--- src/hdl/coco_glue_pkg.sv ---
/* Shared widths, option bit positions, machine codes and tape thresholds
   for the CoCo2 / Dragon host glue. Imported by every RTL block. */
`default_nettype none

package coco_glue_pkg;

	////////////////////////////////////////
	// Data widths
	////////////////////////////////////////

	// Host option word from the menu
	localparam int STATUS_W = 32;

	// One ADC conversion
	localparam int ADC_W = 12;

	// Running average window of 512 samples
	localparam int AVG_LOG2 = 9;
	localparam int AVG_DEPTH = 1 << AVG_LOG2;
	// Sum of a full window, no overflow at full scale
	localparam int AVG_TOTAL_W = ADC_W + AVG_LOG2;

	// Tape slicer distance from the average, about 0.1 V
	localparam int TAPE_HYST = 100;

	// Core sound in, host sample out
	localparam int SND_W = 12;
	localparam int AUDIO_W = 16;

	// Digital joystick word and analog X/Y pair
	localparam int JOY_W = 32;
	localparam int AJOY_W = 16;

	////////////////////////////////////////
	// Reset control
	////////////////////////////////////////

	// Core reset length after a machine change
	localparam int RESET_HOLD = 15;

	// Download index of the system ROM
	localparam logic [7:0] ROM_INDEX = 8'd1;

	////////////////////////////////////////
	// Status word bit positions
	////////////////////////////////////////

	localparam int ST_RESET = 0;
	localparam int ST_ART_PHASE = 2;
	localparam int ST_ART_OFF = 3;
	localparam int ST_OVERSCAN = 4;
	localparam int ST_TURBO = 7;
	// Two bit field
	localparam int ST_MACHINE = 8;
	localparam int ST_SWAP = 10;
	localparam int ST_TAPE_ADC = 12;
	localparam int ST_TAPE_MON = 13;
	localparam int ST_DISK = 14;
	// Three bit field
	localparam int ST_SCALE = 15;
	// Two bit field
	localparam int ST_AR = 19;
	localparam int ST_DPAD = 21;
	localparam int ST_KB_COCO = 22;
	localparam int ST_HARD_RESET = 23;

	// Machine menu codes, code 3 behaves as Dragon32
	typedef enum logic [1:0] {
		COCO2    = 2'd0,
		DRAGON32 = 2'd1,
		DRAGON64 = 2'd2
	} machine_t;

endpackage

`default_nettype wire

--- src/hdl/joystick_router.sv ---
/* Joystick routing to the core. Centres each analog axis at 128
   and swaps the two players when asked. */
`timescale 1ns/1ps
`default_nettype none

module joystick_router
	import coco_glue_pkg::*;
(
	input  logic              i_swap,
	input  logic [JOY_W-1:0]  i_joy1,
	input  logic [JOY_W-1:0]  i_joy2,
	input  logic [AJOY_W-1:0] i_ajoy1,
	input  logic [AJOY_W-1:0] i_ajoy2,
	output logic [JOY_W-1:0]  o_joy1,
	output logic [JOY_W-1:0]  o_joy2,
	output logic [AJOY_W-1:0] o_ajoy1,
	output logic [AJOY_W-1:0] o_ajoy2
);

	logic [AJOY_W-1:0] centred1;
	logic [AJOY_W-1:0] centred2;

	// Signed stick to offset-128, byte order kept
	function automatic logic [AJOY_W-1:0] centre_pair(input logic [AJOY_W-1:0] pair);
		logic [7:0] axis_x;
		logic [7:0] axis_y;
		axis_x = pair[15:8] + 8'd128;
		axis_y = pair[7:0] + 8'd128;
		return {axis_x, axis_y};
	endfunction

	assign centred1 = centre_pair(i_ajoy1);
	assign centred2 = centre_pair(i_ajoy2);

	////////////////////////////////////////
	// Player swap
	////////////////////////////////////////

	// Digital and analog move together
	assign o_joy1 = i_swap ? i_joy2 : i_joy1;
	assign o_joy2 = i_swap ? i_joy1 : i_joy2;
	assign o_ajoy1 = i_swap ? centred2 : centred1;
	assign o_ajoy2 = i_swap ? centred1 : centred2;

endmodule

`default_nettype wire

--- config.mk ---
export PLATFORM = sky130hd
export DESIGN_NAME = joystick_router
export DESIGN_NICKNAME = d
export VERILOG_FILES = /design/src/hdl/coco_glue_pkg.sv /design/src/hdl/joystick_router.sv
export SDC_FILE = /design/constraint.sdc
export NUM_CORES = 1
export LEC_CHECK = 0
export ABC_AREA = 1
export BUFFER_PORTS_ARGS = -buffer_cell sky130_fd_sc_hd__buf_2
export CORE_AREA = 2 2 74 76
export DETAILED_ROUTE_END_ITERATION = 7
export DIE_AREA = 0 0 76 78
export PLACE_DENSITY = 0.7
export SLEW_MARGIN = 40
export SYNTH_ARGS = -nofsm -noshare
export SYNTH_HDL_FRONTEND = slang
export SYNTH_SLANG_ARGS = --single-unit
--- constraint.sdc ---
create_clock -name vclk -period 0.8
set_input_delay 0.04 -clock vclk [all_inputs]
set_output_delay 0.04 -clock vclk [all_outputs]
set_load 0.02 [all_outputs]
==> impl_metrics.tcl <==
set metrics [dict create \
    grt_start_max_net_pins 55 \
    dp_hpwl_mm 4.47 \
    synth_top_cell_by_area "nand2_1" \
    num_rows 26 \
    slew_viol_final 0 \
    final.setup.tns_ns 0 \
    drive_gt1_frac 0.416 \
    critical_path.endpoint "o_joy2[7]" \
    core_area_mm2 0.00504 \
    clock_buffer_count 0 \
    area_growth_syn_to_layout_pct 99.9 \
    synthCells 314 \
    grt_pass1_vias 2201 \
    synth_warnings 0 \
    period_share 0.919 \
    netlist_area_mm2 0.00124 \
    yosys.area.top_type_share 0.870 \
    placed_area_mm2 0.00224 \
    ys_seq_area_frac 0 \
    route.detailed.drc 0 \
    hold_buffers 0 \
    worstPathCellList "buf_12, clkinv_8, buf_12, nand2_1, nand2_1, buf_4" \
    port_buffers 193 \
    routedWlPerCell_um 11.2 \
    wirelength_mm 6.37 \
    timing.final.crit_period_ns 0.736 \
    met3_usage 0.0372 \
    critPathKind "input pin to output port" \
    status "completed" \
    layout.nets 599 \
    met2_usage 0.356 \
    cp-end-kind "output port" \
    drt_iter0_drc 119 \
    die_w_um 76 \
    ir_drop_uv 391 \
    yosysUniqueCellTypes 6 \
    first_pass_iters 4 \
    start_kind "input pin" \
    avgSynthCellArea_um2 3.96 \
    syn-num-nets 411 \
    design_area_mm2 0.00248 \
    cp.arrival_ns 0.70 \
    cap_violations 0 \
    antenna-diode-count 0 \
    io_pins 193 \
    hold_violations 0 \
    fill_cells 549 \
    via_count 2518 \
    via_per_inst 4.42 \
    grtUsageTotal 0.169 \
    relSlewSlack 0.922 \
    worst_slew_pin_slew_ns 0.118 \
    top_usage_layer "met2" \
    numSequentialCells 0 \
    power_per_cell_area_mw_per_mm2 762 \
    synth_area_leaders "nand2_1 87%, buf_4 5.4%, buf_2 4.0%" \
    critPathMaxFanout 11 \
    initial_utilization 0.246 \
    post_cts_buffers 0 \
    antenna_found_initial 0 \
    grt_use_met1 0.175 \
    setup_violations 0 \
    rsz0062_at_grt "false" \
    die_h_um 78 \
    critical_path.slowest_cell "buf_12" \
    drtAntennaViolNets 0 \
    seq_area_um2 0 \
    max_freq_mhz 1360 \
    place_congestion 0.786 \
    slowest_delay_ns 0.15 \
    cp.required_ns 0.76 \
    grt-ovfl-total 0 \
    dieArea_mm2 0.00593 \
    crit_start "i_swap" \
    min_path_type "input pin to output port" \
    power.leakage_nw 1.80 \
    grt_pass1_wl_mm 8.94 \
]
==> metal layers <==
layer	vias up	wire (µm)
li1	1293	-
met1	1092	2540
met2	131	3240
met3	2	579
met4	0	12
met5	-	0
==> stage by stage <==
step	power, mW	worst slack [ns]	cells	util	hold WS [ns]
after floorplan	1.02	0.0983	314	-	0.246
after detailed placement	1.73	-0.0341	561	0.445	0.400
final	1.89	0.0645	570	0.493	0.394
after CTS	1.75	-0.00977	561	0.449	0.398
after global placement	1.70	-0.0188	561	0.445	0.398
after global routing	2.07	0.0119	570	0.493	0.417
==> worst max-delay path, delay by kind of cell <==
family                 cells  cell delay, ns
and+or+nand+nor            2            0.13
buffers and inverters      4            0.52
==> what timing repair did <==
action / in CTS / in global routing
endpoints found under the setup margin: 92 / 95
resized for setup: 8 / 10
cloned: 0 / 9
==> worst min path at each step <==
stage	from	end	slack, ns	cells past startpoint
after floorplan	i_ajoy2[4]	o_ajoy1[4]	0.25	2
after detailed placement	i_joy2[26]	o_joy2[26]	0.40	4
final	i_joy1[9]	o_joy1[9]	0.39	4
after global routing	i_joy1[9]	o_joy1[9]	0.42	4
after CTS	i_joy2[27]	o_joy2[27]	0.40	4
after global placement	i_ajoy1[13]	o_ajoy1[13]	0.40	4
==> where the power goes <==
group          internal, mW  leakage [nW]  switching [mW]  total (mW)
combinational         0.748          1.80            1.14        1.89
clock                     0             0               0           0
sequential                0             0               0           0
total                 0.748          1.80            1.14        1.89
==> cell families after synthesis <==
family,Yosys count,share of synthesized area
AND/OR/NAND/NOR,288,0.870
buffers and inverters,26,0.130
==> final cells by class <==
class,count,area [µm²],share of cell area
multi-input cells,288,1080,0.435
repair buffers,206,1270,0.513
repair inverters,1,8.76,0.00353
inverters,5,31.3,0.0126
well taps,70,87.6,0.0353
==> synthesized netlist by cell type <==
library cell / instances
buf_2: 10
buf_4: 9
buf_6: 2
inv_1: 4
inv_4: 1
nand2_1: 288
==> layout by cell type (no fill, tap or decap) <==
master	Yosys	layout
inv_6	0	1
buf_12	0	4
nand2_1	288	288
buf_16	0	1
inv_1	4	4
clkinv_8	0	1
buf_2	10	183
buf_4	9	9
buf_6	2	3
clkbuf_16	0	6
(Power assumes the default switching activity.)
